### src/source/exu_macros.svh
`ifndef EXU_MACROS_SVH
`define EXU_MACROS_SVH

// datapath widths
`define EXU_WIDTH  32
`define EXU_IWIDTH 16

// general register count
`define EXU_NREGS  16

// bit positions in the flag register
`define EXU_CIDX   0  // carry
`define EXU_ZIDX   1  // zero
`define EXU_SIDX   2  // sign
`define EXU_VIDX   3  // overflow
`define EXU_PIDX   4
`define EXU_UIDX   5
`define EXU_N1IDX  6
`define EXU_N2IDX  7

`endif

### src/source/exu_pkg.sv
`include "exu_macros.svh"

package exu_pkg;

   typedef logic [`EXU_WIDTH-1:0]         word_t;
   typedef logic [`EXU_IWIDTH-1:0]        imm_t;
   typedef logic [5:0]                    op_t;
   typedef logic [$clog2(`EXU_NREGS)-1:0] reg_idx_t;
   typedef logic [7:0]                    flags_t;

   // request payload, rd is destination and first source
   typedef struct packed {
      op_t      op;
      reg_idx_t rd;
      reg_idx_t rb;
      imm_t     imm;
   } instr_t;

   typedef struct packed {
      logic     valid;
      op_t      op;
      reg_idx_t rd;
      word_t    di;  // rd contents
      word_t    bi;  // rb contents
      imm_t     im;
      flags_t   fi;  // flags at issue
   } issue_t;

   typedef struct packed {
      logic     valid;
      reg_idx_t rd;
      word_t    res;
      flags_t   fo;  // flags after the instruction
      logic     wb_en;
      logic     flag_en;
   } exec_t;

   typedef struct packed {
      logic     valid;
      reg_idx_t rd;
      word_t    data;
      flags_t   flags;
      logic     wb_en;
      logic     flag_en;
   } retire_t;

   typedef enum logic [1:0] {
      IS_IDLE,
      IS_ACKED,
      IS_WAIT_LOW
   } issue_state_t;

endpackage

### src/source/issue_stage.sv
`timescale 1ns/10ps

module issue_stage (
   input  logic              clk,
   input  logic              rst,
   input  logic              req,
   input  exu_pkg::instr_t   instr,
   output logic              ack,
   output exu_pkg::reg_idx_t rd_idx,
   output exu_pkg::reg_idx_t rb_idx,
   input  exu_pkg::word_t    rd_data,
   input  exu_pkg::word_t    rb_data,
   input  exu_pkg::flags_t   flags,
   output exu_pkg::issue_t   issue
);

   exu_pkg::issue_state_t state;
   exu_pkg::issue_state_t state_nxt;
   logic                  capture;

   // register file is read straight from the request payload
   assign rd_idx  = instr.rd;
   assign rb_idx  = instr.rb;
   assign capture = req && (state == exu_pkg::IS_IDLE);
   assign ack     = (state != exu_pkg::IS_IDLE);

   always_comb begin
      state_nxt = state;
      case (state)
         exu_pkg::IS_IDLE: begin
            if (req)
               state_nxt = exu_pkg::IS_ACKED;
         end
         exu_pkg::IS_ACKED: begin
            if (req)
               state_nxt = exu_pkg::IS_WAIT_LOW;
            else
               state_nxt = exu_pkg::IS_IDLE;  // req already dropped
         end
         default: begin
            if (!req)
               state_nxt = exu_pkg::IS_IDLE;
         end
      endcase
   end

   always_ff @(posedge clk) begin
      if (rst)
         state <= exu_pkg::IS_IDLE;
      else
         state <= state_nxt;
   end

   always_ff @(posedge clk) begin
      if (rst) begin
         issue.valid <= 1'b0;
      end else begin
         issue.valid <= capture;
         if (capture) begin
            issue.op <= instr.op;
            issue.rd <= instr.rd;
            issue.di <= rd_data;
            issue.bi <= rb_data;
            issue.im <= instr.imm;
            issue.fi <= flags;
         end
      end
   end

   ack_needs_req: assert property (@(posedge clk) disable iff (rst)
      $rose(ack) |-> $past(req));

   issue_one_cycle: assert property (@(posedge clk) disable iff (rst)
      issue.valid |=> !issue.valid);

endmodule

### src/source/reg_file.sv
`timescale 1ns/10ps
`include "exu_macros.svh"

module reg_file (
   input  logic              clk,
   input  logic              rst,
   input  exu_pkg::reg_idx_t rd_idx,
   input  exu_pkg::reg_idx_t rb_idx,
   output exu_pkg::word_t    rd_data,
   output exu_pkg::word_t    rb_data,
   output exu_pkg::flags_t   flags,
   input  logic              reg_we,
   input  exu_pkg::reg_idx_t reg_widx,
   input  exu_pkg::word_t    reg_wdata,
   input  logic              flag_we,
   input  exu_pkg::flags_t   flag_wdata
);

   exu_pkg::word_t  regs [`EXU_NREGS];
   exu_pkg::flags_t flag_q;

   always_ff @(posedge clk) begin
      if (rst) begin
         for (int i = 0; i < `EXU_NREGS; i++)
            regs[i] <= '0;
      end else if (reg_we) begin
         regs[reg_widx] <= reg_wdata;
      end
   end

   always_ff @(posedge clk) begin
      if (rst)
         flag_q <= '0;
      else if (flag_we)
         flag_q <= flag_wdata;
   end

   // async read ports, no bypass needed with one op in flight
   assign rd_data = regs[rd_idx];
   assign rb_data = regs[rb_idx];
   assign flags   = flag_q;

endmodule

### src/source/alu.sv
`timescale 1ns/10ps
`include "exu_macros.svh"

module alu (
   input  exu_pkg::issue_t issue,
   output exu_pkg::word_t  res,
   output exu_pkg::flags_t fo,
   output logic            wb_en,
   output logic            flag_en
);

   exu_pkg::op_t   op;
   logic [3:0]     code;
   exu_pkg::word_t di;
   logic           ci;
   logic           op_2reg;
   logic           op_2im;
   logic           op_1;
   logic           wr_flags;

   exu_pkg::word_t zex_im;
   exu_pkg::word_t sex_im;
   exu_pkg::word_t oex_im;
   exu_pkg::word_t op2;

   exu_pkg::word_t add_a;
   exu_pkg::word_t add_b;
   logic           cin;
   exu_pkg::word_t res_add;
   logic           c_add;
   logic           v_add;

   exu_pkg::word_t res_sed;
   exu_pkg::word_t res_2;
   exu_pkg::word_t res_1;
   logic           co_1;

   assign op       = issue.op;
   assign code     = issue.op[3:0];
   assign di       = issue.di;
   assign ci       = issue.fi[`EXU_CIDX];
   assign op_1     = op[5];
   assign op_2im   = ~op[5] & op[4];
   assign op_2reg  = ~op[5] & ~op[4];
   assign wr_flags = (op == 6'h2f);

   assign zex_im = {{(`EXU_WIDTH-`EXU_IWIDTH){1'b0}}, issue.im};
   assign sex_im = {{(`EXU_WIDTH-`EXU_IWIDTH){issue.im[`EXU_IWIDTH-1]}}, issue.im};
   assign oex_im = {{(`EXU_WIDTH-`EXU_IWIDTH){1'b1}}, issue.im};

   always_comb begin
      if (op_2reg) begin
         op2 = issue.bi;
      end else begin
         case (code)
            4'h0, 4'h1, 4'h2, 4'h3, 4'hb, 4'hc, 4'hd, 4'he: op2 = zex_im;
            4'hf:    op2 = oex_im;  // and with upper half kept
            default: op2 = sex_im;
         endcase
      end
   end

   // shared adder
   always_comb begin
      add_a = di;
      add_b = op2;
      cin   = ci;
      case (code)
         4'h4, 4'ha: cin = 1'b0;
         4'h6, 4'h8: begin
            add_b = ~op2;
            cin   = 1'b1;
         end
         4'h7:    add_b = ~op2;  // borrow in through C
         default: ;
      endcase
      if (op_1 && code == 4'h5) begin  // neg as 0 - di
         add_a = '0;
         add_b = ~di;
         cin   = 1'b1;
      end
   end

   assign {c_add, res_add} = {1'b0, add_a} + {1'b0, add_b} + {{`EXU_WIDTH{1'b0}}, cin};
   assign v_add = (add_a[`EXU_WIDTH-1] == add_b[`EXU_WIDTH-1]) &&
                  (res_add[`EXU_WIDTH-1] != add_a[`EXU_WIDTH-1]);

   assign res_sed = {`EXU_WIDTH{op2[`EXU_WIDTH-1]}};

   always_comb begin
      case (code)
         4'h0: res_2 = op_2reg ? op2 : {di[`EXU_WIDTH-1:`EXU_IWIDTH], op2[`EXU_IWIDTH-1:0]};
         4'h1: res_2 = op_2reg ? di : {op2[`EXU_IWIDTH-1:0], di[`EXU_IWIDTH-1:0]};
         4'h2: res_2 = op_2reg ? di : op2;  // op2 already zero extended
         4'h3: res_2 = res_sed;
         4'h4, 4'h5, 4'h6, 4'h7, 4'h8, 4'ha: res_2 = res_add;
         4'h9: res_2 = di * op2;  // low word only
         4'hb, 4'hc, 4'hf: res_2 = di & op2;
         4'hd: res_2 = di | op2;
         default: res_2 = di ^ op2;
      endcase
   end

   // single operand group with co_1 as the bit pushed out
   always_comb begin
      res_1 = di;
      co_1  = ci;
      case (code)
         4'h0: res_1 = {{(`EXU_WIDTH-8){1'b0}}, di[7:0]};
         4'h1: res_1 = {{(`EXU_WIDTH-`EXU_IWIDTH){1'b0}}, di[`EXU_IWIDTH-1:0]};
         4'h2: res_1 = {{(`EXU_WIDTH-8){di[7]}}, di[7:0]};
         4'h3: res_1 = {{(`EXU_WIDTH-`EXU_IWIDTH){di[`EXU_IWIDTH-1]}}, di[`EXU_IWIDTH-1:0]};
         4'h4: res_1 = ~di;
         4'h5: begin
            res_1 = res_add;
            co_1  = c_add;
         end
         4'h6: begin
            res_1 = {ci, di[`EXU_WIDTH-1:1]};
            co_1  = di[0];
         end
         4'h7: begin
            res_1 = {di[`EXU_WIDTH-2:0], ci};
            co_1  = di[`EXU_WIDTH-1];
         end
         4'h8: begin
            res_1 = {di[`EXU_WIDTH-2:0], 1'b0};
            co_1  = di[`EXU_WIDTH-1];
         end
         4'h9: begin
            res_1 = {1'b0, di[`EXU_WIDTH-1:1]};
            co_1  = di[0];
         end
         4'ha: begin
            res_1 = {di[`EXU_WIDTH-1], di[`EXU_WIDTH-1:1]};
            co_1  = di[0];
         end
         4'hc:    co_1 = 1'b1;  // set carry
         4'hd:    co_1 = 1'b0;  // clear carry
         4'he:    res_1 = {{(`EXU_WIDTH-8){1'b0}}, issue.fi};
         default: ;
      endcase
   end

   assign res = op_1 ? res_1 : res_2;

   always_comb begin
      fo = issue.fi;
      fo[`EXU_ZIDX] = ~|res;
      fo[`EXU_SIDX] = res[`EXU_WIDTH-1];
      if (op_1) begin
         fo[`EXU_CIDX] = co_1;
      end else if (code >= 4'h4 && code <= 4'h8) begin
         fo[`EXU_CIDX] = c_add;
         fo[`EXU_VIDX] = v_add;
      end
      if (wr_flags)
         fo = di[7:0];  // whole flag register from di
   end

   // per class enable decode where cmp and test leave rd alone
   assign wb_en = op_2reg & (op[2] & ~op[3] | op[2] & op[1] | ~op[0] & ~op[3] & ~op[1] |
                             op[0] & op[3] & ~op[1] | op[0] & ~op[3] & op[1] |
                             ~op[0] & op[3] & op[1]) |
                  op_2im & (~op[3] | op[2] & op[1] | op[0] & op[2] | (op[0] ^ op[1])) |
                  op_1 & (~op[3] | ~op[1] & ~op[2] | ~op[0] & ~op[2] | ~op[0] & op[1]);

   assign flag_en = (op_2reg | op_2im) & (op[2] | op[3] & ~op[1]) |
                    op_1 & ((op[3] ^ op[2]) | op[3] & ~op[1] | op[2] & op[0]);

   always_comb begin
      if (issue.valid && op == 6'h08)
         cmp_no_wb: assert final (!wb_en);
   end

endmodule

### src/source/writeback_stage.sv
`timescale 1ns/10ps

module writeback_stage (
   input  logic              clk,
   input  logic              rst,
   input  exu_pkg::issue_t   issue,
   input  exu_pkg::word_t    res,
   input  exu_pkg::flags_t   fo,
   input  logic              wb_en,
   input  logic              flag_en,
   output logic              reg_we,
   output exu_pkg::reg_idx_t reg_widx,
   output exu_pkg::word_t    reg_wdata,
   output logic              flag_we,
   output exu_pkg::flags_t   flag_wdata,
   output exu_pkg::retire_t  retire
);

   exu_pkg::exec_t exec_q;

   always_ff @(posedge clk) begin
      if (rst) begin
         exec_q.valid <= 1'b0;
      end else begin
         exec_q.valid <= issue.valid;
         if (issue.valid) begin
            exec_q.rd      <= issue.rd;
            exec_q.res     <= res;
            exec_q.fo      <= flag_en ? fo : issue.fi;  // flags as they stand after commit
            exec_q.wb_en   <= wb_en;
            exec_q.flag_en <= flag_en;
         end
      end
   end

   // strobes live for one cycle, write lands on the next edge
   assign reg_we     = exec_q.valid & exec_q.wb_en;
   assign reg_widx   = exec_q.rd;
   assign reg_wdata  = exec_q.res;
   assign flag_we    = exec_q.valid & exec_q.flag_en;
   assign flag_wdata = exec_q.fo;

   always_ff @(posedge clk) begin
      if (rst) begin
         retire.valid <= 1'b0;
      end else begin
         retire.valid <= exec_q.valid;
         if (exec_q.valid) begin
            retire.rd      <= exec_q.rd;
            retire.data    <= exec_q.res;
            retire.flags   <= exec_q.fo;
            retire.wb_en   <= exec_q.wb_en;
            retire.flag_en <= exec_q.flag_en;
         end
      end
   end

endmodule

### src/source/exec_unit.sv
`timescale 1ns/10ps

module exec_unit (
   input  logic             clk,
   input  logic             rst,
   input  logic             req,
   input  exu_pkg::instr_t  instr,
   output logic             ack,
   output exu_pkg::retire_t retire
);

   exu_pkg::reg_idx_t rd_idx;
   exu_pkg::reg_idx_t rb_idx;
   exu_pkg::word_t    rd_data;
   exu_pkg::word_t    rb_data;
   exu_pkg::flags_t   flags;
   exu_pkg::issue_t   issue;

   exu_pkg::word_t    res;
   exu_pkg::flags_t   fo;
   logic              wb_en;
   logic              flag_en;

   logic              reg_we;
   exu_pkg::reg_idx_t reg_widx;
   exu_pkg::word_t    reg_wdata;
   logic              flag_we;
   exu_pkg::flags_t   flag_wdata;

   issue_stage issue_i (
      .clk     (clk),
      .rst     (rst),
      .req     (req),
      .instr   (instr),
      .ack     (ack),
      .rd_idx  (rd_idx),
      .rb_idx  (rb_idx),
      .rd_data (rd_data),
      .rb_data (rb_data),
      .flags   (flags),
      .issue   (issue)
   );

   reg_file regs_i (
      .clk        (clk),
      .rst        (rst),
      .rd_idx     (rd_idx),
      .rb_idx     (rb_idx),
      .rd_data    (rd_data),
      .rb_data    (rb_data),
      .flags      (flags),
      .reg_we     (reg_we),
      .reg_widx   (reg_widx),
      .reg_wdata  (reg_wdata),
      .flag_we    (flag_we),
      .flag_wdata (flag_wdata)
   );

   alu alu_i (
      .issue   (issue),
      .res     (res),
      .fo      (fo),
      .wb_en   (wb_en),
      .flag_en (flag_en)
   );

   writeback_stage wb_i (
      .clk        (clk),
      .rst        (rst),
      .issue      (issue),
      .res        (res),
      .fo         (fo),
      .wb_en      (wb_en),
      .flag_en    (flag_en),
      .reg_we     (reg_we),
      .reg_widx   (reg_widx),
      .reg_wdata  (reg_wdata),
      .flag_we    (flag_we),
      .flag_wdata (flag_wdata),
      .retire     (retire)
   );

endmodule

### config.mk
export PLATFORM = sky130hd
export DESIGN_NAME = exec_unit
export DESIGN_NICKNAME = d
export VERILOG_FILES = /design/src/source/exu_pkg.sv /design/src/source/issue_stage.sv /design/src/source/reg_file.sv /design/src/source/alu.sv /design/src/source/writeback_stage.sv /design/src/source/exec_unit.sv
export VERILOG_INCLUDE_DIRS = /design/src /design/src/source
export SDC_FILE = /design/constraint.sdc
export NUM_CORES = 2
export LEC_CHECK = 0
export BUFFER_PORTS_ARGS = -buffer_cell sky130_fd_sc_hd__buf_2
export CORE_UTILIZATION = 65
export DETAILED_ROUTE_END_ITERATION = 10
export GPL_TIMING_DRIVEN = 0
export PLACE_DENSITY = 0.79
export SLEW_MARGIN = 20
export SYNTH_ARGS = -nofsm -noshare
export SYNTH_HDL_FRONTEND = slang
export SYNTH_SLANG_ARGS = --single-unit
export TNS_END_PERCENT = 50
### constraint.sdc
create_clock -name clk -period 27.7 [get_ports clk]
set_clock_uncertainty 0.05 [all_clocks]
set_input_delay 1.385 -clock clk [delete_from_list [all_inputs] [get_ports clk]]
set_output_delay 1.385 -clock clk [all_outputs]
set_load 0.02 [all_outputs]
**After elaboration in Yosys (flattened, before gate mapping)**

Memories as Yosys holds them, arrays and structs flattened. A register that Yosys moved wholly into a read port is not among the register bits.
Index checks and enable logic that the tools add are counted.

- Eq/ne operators: 21
- Bitwise logic cells: 56
- Multiply operators: 1
- Mux-type cells: 32
- Add/subtract/negate cells: 2
- Magnitude comparators: 2
- Reductions and logical operators: 22

Operator list:

| operator | count |
|---|---|
| 32-bit case mux with 12 select lines | 1 |
| 32-bit two-way mux | 9 |
| 32-bit case mux with 8 select lines | 1 |
| 32-bit NOT | 2 |
| 32-bit case mux with 2 select lines | 1 |
| 32-bit OR reduction | 2 |
| 32-bit by 32-bit adder with 33-bit output | 1 |
| 33-bit by 1-bit adder with 33-bit output | 1 |
| 32-bit bitwise AND | 1 |
| 4-bit equality test (second input constant) | 8 |
| 32-bit by 32-bit multiplier with 32-bit output | 1 |
| 32-bit OR | 1 |
| 32-bit XOR | 1 |
| 1-bit bitwise AND | 24 |
| 1-bit OR | 18 |
| 4-bit by 3-bit equality test with 1-bit output (second input constant) | 4 |
| 8-bit two-way mux | 2 |
| 1-bit two-way mux | 11 |
| 3-bit OR reduction | 3 |
| 4-bit by 2-bit equality test with 1-bit output (second input constant) | 2 |
| 2-bit AND reduction | 4 |
| 8-bit OR reduction | 1 |
| 1-bit NOT | 7 |
| 6-bit equality test (second input constant) | 1 |
| other kinds (21) | 29 |

- Memory bits (writable): 512
- Bits in registers: 139
- Memories: 1
- Output and inout port bits: 48
- Input port bits: 33
- Logic and storage cells: 156

Memories:

| memory | words | bits a word | read ports | clocked after memory_dff | wr ports | line | source |
|---|---|---|---|---|---|---|---|
| regs_i.regs | 16 | 32 | 2 | 2 | 16 | reg_file.sv:19 | `` exu_pkg::word_t regs [`EXU_NREGS]; `` |

**Depth between registers and ports, before layout**

- Depth in word-level cells: 15
- Mapped depth: 37

**By module**

A second synthesis with hierarchy kept.

- Cell total of the unflattened synthesis: 5,200
- Area total of the unflattened synthesis: 57,151.1 sq um

Modules (own cells, without submodules):

| module | instances | seq. area each (sq um) | cells an instance | area an instance (sq um) |
|---|---|---|---|---|
| reg_file | 1 | 15,534.9 | 1,713 | 26,799.5 |
| alu | 1 | 0.0 | 3,217 | 23,929.2 |
| writeback_stage | 1 | 2,802.7 | 153 | 3,301.9 |
| issue_stage | 1 | 3,002.9 | 117 | 3,120.5 |

**Worst setup path before layout**

Ideal clock, no wire load.

- Kind: register -> register
- From: register, netlist name issue_i.issue[92]
- To: register wb_i.exec_q, in the netlist wb_i.flag_wdata[2] (data pin)
- Cell stages (with the launch flop): 34
- Path buffers: 2
- Path slack: 18.537 ns
- Data required time: 27.389 ns
- Arrival: 8.853 ns
- Path through: edfxtp_1 inv_1 ha_1 buf_6 o32a_1 o41ai_4 clkbuf_1 a21boi_1 clkinv_1 nor2_1 fa_1 fa_1 inv_1 fa_1 inv_1 fa_1 inv_1 fa_1 inv_1 fa_1 fa_1 inv_1 fa_1 xor2_1 xnor2_1 xnor2_1 xnor2_1 xnor2_1 xnor2_1 xnor3_1 xnor2_1 o221ai_2 o31a_2 a221o_1

- Word-level cells in the longest chain between the ends: 13
- Elaborated cells between the ends (all ways): 49

RTL lines:

| item | line | source |
|---|---|---|
| 4-bit equality test, or another cell as far along | alu.sv:55, alu.sv:91 |  |
| 8-bit OR reduction | alu.sv:55 | `case (code)` |
| 32-bit case mux with 2 select lines | alu.sv:55 |  |
| 32-bit two-way mux | alu.sv:52 | `if (op_2reg) begin` |
| 32-bit NOT | alu.sv:71, alu.sv:74 |  |
| 32-bit two-way mux | - |  |
| 32-bit two-way mux | alu.sv:77 | `if (op_1 && code == 4'h5) begin` |
| 32-bit by 32-bit adder with 33-bit output | alu.sv:84 | `` assign {c_add, res_add} = {1'b0, add_a} + {1'b0, add_b} + {{`EXU_WIDTH{1'b0}}, cin}; `` |
| 33-bit by 1-bit adder with 33-bit output | alu.sv:84 |  |
| 32-bit case mux with 12 select lines or 32-bit case mux with 8 select lines (tied branches) | alu.sv:108, alu.sv:91 |  |
| 32-bit two-way mux * | alu.sv:145 | `assign res = op_1 ? res_1 : res_2;` |
| via alu_i.res[31] | alu.sv:6 | `output exu_pkg::word_t res,` |
| 8-bit two-way mux * | alu.sv:157 | `if (wr_flags)` |
| 8-bit two-way mux * | writeback_stage.sv:29 | `exec_q.fo <= flag_en ? fo : issue.fi;` |
| end: declaration | writeback_stage.sv:19 | `exu_pkg::exec_t exec_q;` |

Mark *: on every way through the listed nets, which the timed path passes. The rest lies on a longest branch.
A chain may end at the register's enable or synchronous reset.

**Worst setup path in the final report**

- From: register, netlist name issue_i.issue[96]
- To: register wb_i.exec_q, in the netlist wb_i.flag_wdata[1] (data pin)

- Word-level cells in the longest chain between the ends: 14
- Elaborated cells between the ends (all ways): 27

RTL lines:

| item | line | source |
|---|---|---|
| 1-bit NOT * | alu.sv:44 | `assign op_2reg = ~op[5] & ~op[4];` |
| 1-bit bitwise AND * | alu.sv:44 |  |
| 32-bit two-way mux | alu.sv:52 |  |
| 32-bit NOT | alu.sv:71, alu.sv:74 |  |
| 32-bit two-way mux | - |  |
| 32-bit two-way mux | alu.sv:77 |  |
| 32-bit by 32-bit adder with 33-bit output | alu.sv:84 |  |
| 33-bit by 1-bit adder with 33-bit output | alu.sv:84 |  |
| 32-bit case mux with 12 select lines or 32-bit case mux with 8 select lines (tied branches) | alu.sv:108, alu.sv:91 |  |
| 32-bit two-way mux * | alu.sv:145 |  |
| via alu_i.res[29] | alu.sv:6 |  |
| 32-bit OR reduction * | alu.sv:149 | `` fo[`EXU_ZIDX] = ~\|res; `` |
| 1-bit zero test * | alu.sv:149 |  |
| 8-bit two-way mux * | alu.sv:157 |  |
| 8-bit two-way mux * | writeback_stage.sv:29 |  |

Marks and branches as above.

==> out/qor.yml <==
sta:
  max_freq_mhz: 77.0
  final-hold-violation-count: 0
  min_period_over_period: 0.469
  rsz0062_at_grt: "false"
  slew_headroom: 0.114
  post-route-worst-setup-slack_ns: 14.71
  tightestPinTransition_ns: 1.32
  setup_viol: 0
  tns_ns: 0
  finalMaxSlewViolations: 0
  fin_crit_ns: 12.99
cts:
  cts_made_buffers: 67
  path_clk_slew_ns: 0.07
  post_cts_buffers: 0
  post_cts_resized: 0
  cts_tree: "done"
  cts_buffer_depth: 3
  root_buffer: "clkbuf_16"
  worstSkewPairLatency_ns: 0.65
  cts_max_level: 3
  cts_sinks: 715
  ctsHoldBuffers: 0
floorplan:
  ios: 81
  dieWidth_um: 297
  core_um2: 85700
  initial_utilization: 0.660
  die_h_um: 297
  rows: 107
  die_area_um2: 88200
synthesis:
  ys_ff_latch: 715
  syn_area_um2: 56500
  syn_nets: 5678
  synth_edf_count: 702
  yosysMostFrequentCell: "edfxtp_1"
  yosysTopAreaCell: "edfxtp_1"
  synthCells: 5007
  synth_area_leaders: "edfxtp_1 (37%), fa_1 (15%), mux4_2 (13%)"
  ys.warnings.count: 0
  syn_avg_cell_area_um2: 11.3
  seq_area_frac_synth: 0.377
  synthFlopType: "edfxtp_1"
  synth_commonest_cells: "edfxtp_1 (702), nand2_1 (580), inv_1 (571)"
  synth_top_area_share: 0.373
  async_reset_ff_frac: 0
  ys_types: 86
routing:
  vias: 46700
  ant_nets: 0
  drt_pass1_iterations: 11
  viasPerCell: 7.33
  drt_iter0_markers: 7918
  wl_um: 234000
  drc: 28
  wl_per_cell_um: 36.8
setup_path:
  regToRegSetupSlack_ns: 14.71
  worst-endpoint-required_ns: 28.05
  path_common_cell: "fa_1"
  crit_arrival_ns: 13.34
  critPathMaxStageDelay_ns: 0.69
  path_class: "flop to flop"
  critPathLaunchType: "flop"
  crit_path_end_kind: "flop"
  slowest_stage: "clkbuf_1"
  cp_max_fo: 10
finish:
  drive_gt1_frac: 0.115
  syn2layout_area_growth_pct: 7.90
  nFillCells: 5699
  fin_nets: 5835
global_routing:
  antenna_found_initial: 17
  grt-ovfl-total: 0
  grt_pass1_wl_um: 332000
  grt_max_degree: 33
  grt_usage: 0.533
  grt_pass1_vias: 47400
run_status:
  violations: "design-rule violations"
  outcome: "finished with violations"
place:
  place_worst_setup_slack_ns: 15.23
  gp_congestion: 1.13
  dp_hpwl_um: 171000
  port_buffers: 77
hold_path:
  hp-class: "flop to flop"
run:
  drv_cap: 0
## stage by stage
stage / instance area, um^2 / hold WS (ns) / cells / util
2_1_floorplan: 56500 / 0.350 / 5007 / -
3_3_place_gp: 58400 / 0.353 / 6228 / 0.681
3_5_place_dp: 58600 / 0.363 / 6238 / 0.684
4_1_cts: 60900 / 0.380 / 6358 / 0.711
5_1_grt: 61000 / 0.387 / 6360 / 0.712
6_report: 61000 / 0.379 / 6370 / 0.712
## metal layers
layer | part of all wire | GRT usage | up-vias
met4 | 0.11 | 0.470 | 10
li1 | - | - | 17600
met3 | 0.14 | 0.174 | 1601
met1 | 0.30 | 0.609 | 22400
met5 | 0.00026 | 0 | -
met2 | 0.44 | 0.809 | 5013
## critical path, delay by kind of cell, from the launching register on
family / cells / cell delay [ns]
XOR/XNOR: 1 / 0.17
adder cells (fa/ha/maj): 9 / 4.13
AO/OA/AOI/OAI: 7 / 2.73
buffers and inverters: 11 / 3.78
AND/OR/NAND/NOR: 5 / 1.55
flip-flops: 1 / 0.32
## cells in the final DEF (no fill, tap or decap), types with 18 or more instances in the layout
master	instances
a22oi_1	24
nor2_1	306
ha_1	228
clkbuf_1	314
mux4_2	320
clkbuf_2	18
xor2_1	40
xnor2_1	84
fa_1	410
a21o_1	18
a221oi_1	42
o21a_1	26
o22ai_1	26
buf_1	34
nand3_1	33
a21oi_1	152
nand2_1	580
edfxtp_1	702
o211ai_1	24
clkbuf_16	68
a211oi_1	23
and2_1	521
buf_2	88
nor3_1	32
clkinv_1	28
inv_1	571
nand4_1	18
mux2_2	18
o21ai_0	155
## final timing paths
path	from	cells after the start	to
setup / recovery	issue_i.issue[96]	33	wb_i.flag_wdata[1]
setup reg to reg	issue_i.issue[96]	33	wb_i.flag_wdata[1]
hold reg to reg	issue_i.issue[89]	0	wb_i.reg_widx[1]
hold / removal	issue_i.issue[89]	0	wb_i.reg_widx[1]
## registers in the layout, summed over array words and instances, names as in the netlist
register and count:
issue_i.issue 99, regs_i.flags 8, wb_i.exec_q 3, wb_i.reg_widx 4, wb_i.reg_wdata 32, regs_i.regs 512, wb_i.retire 47, issue_i.state 2
wb_i.flag_wdata 8
## logic make-up (layout without fill, tap and decap cells)
logic type | count (synthesis) | count (layout) | synth area share
xor gates and xnor gates | 126 | 126 | 0.0199
DFF | 715 | 715 | 0.377
other | 0 | 11 | 0
AOI/OAI and AO/OA | 629 | 629 | 0.0734
buffers and inverters | 955 | 1163 | 0.0640
muxes | 353 | 353 | 0.134
adders and majority gates | 638 | 638 | 0.196
and+or+nand+nor | 1591 | 1591 | 0.136
## cell type report
class,count,area (um^2),area share
Timing Repair Buffer,88,604,0.00991
Sequential cell,715,21300,0.350
Antenna cell,11,27.5,0.000451
Inverter,587,2200,0.0361
Clock buffer,81,1760,0.0289
Clock inverter,39,551,0.00902
Tap cell,1144,1430,0.0235
Multi-Input combinational cell,3337,31600,0.519
Buffer,368,1440,0.0236
Power is not shown: default switching activity piles up to over one toggle a cycle in this logic, so the estimate is an artifact.
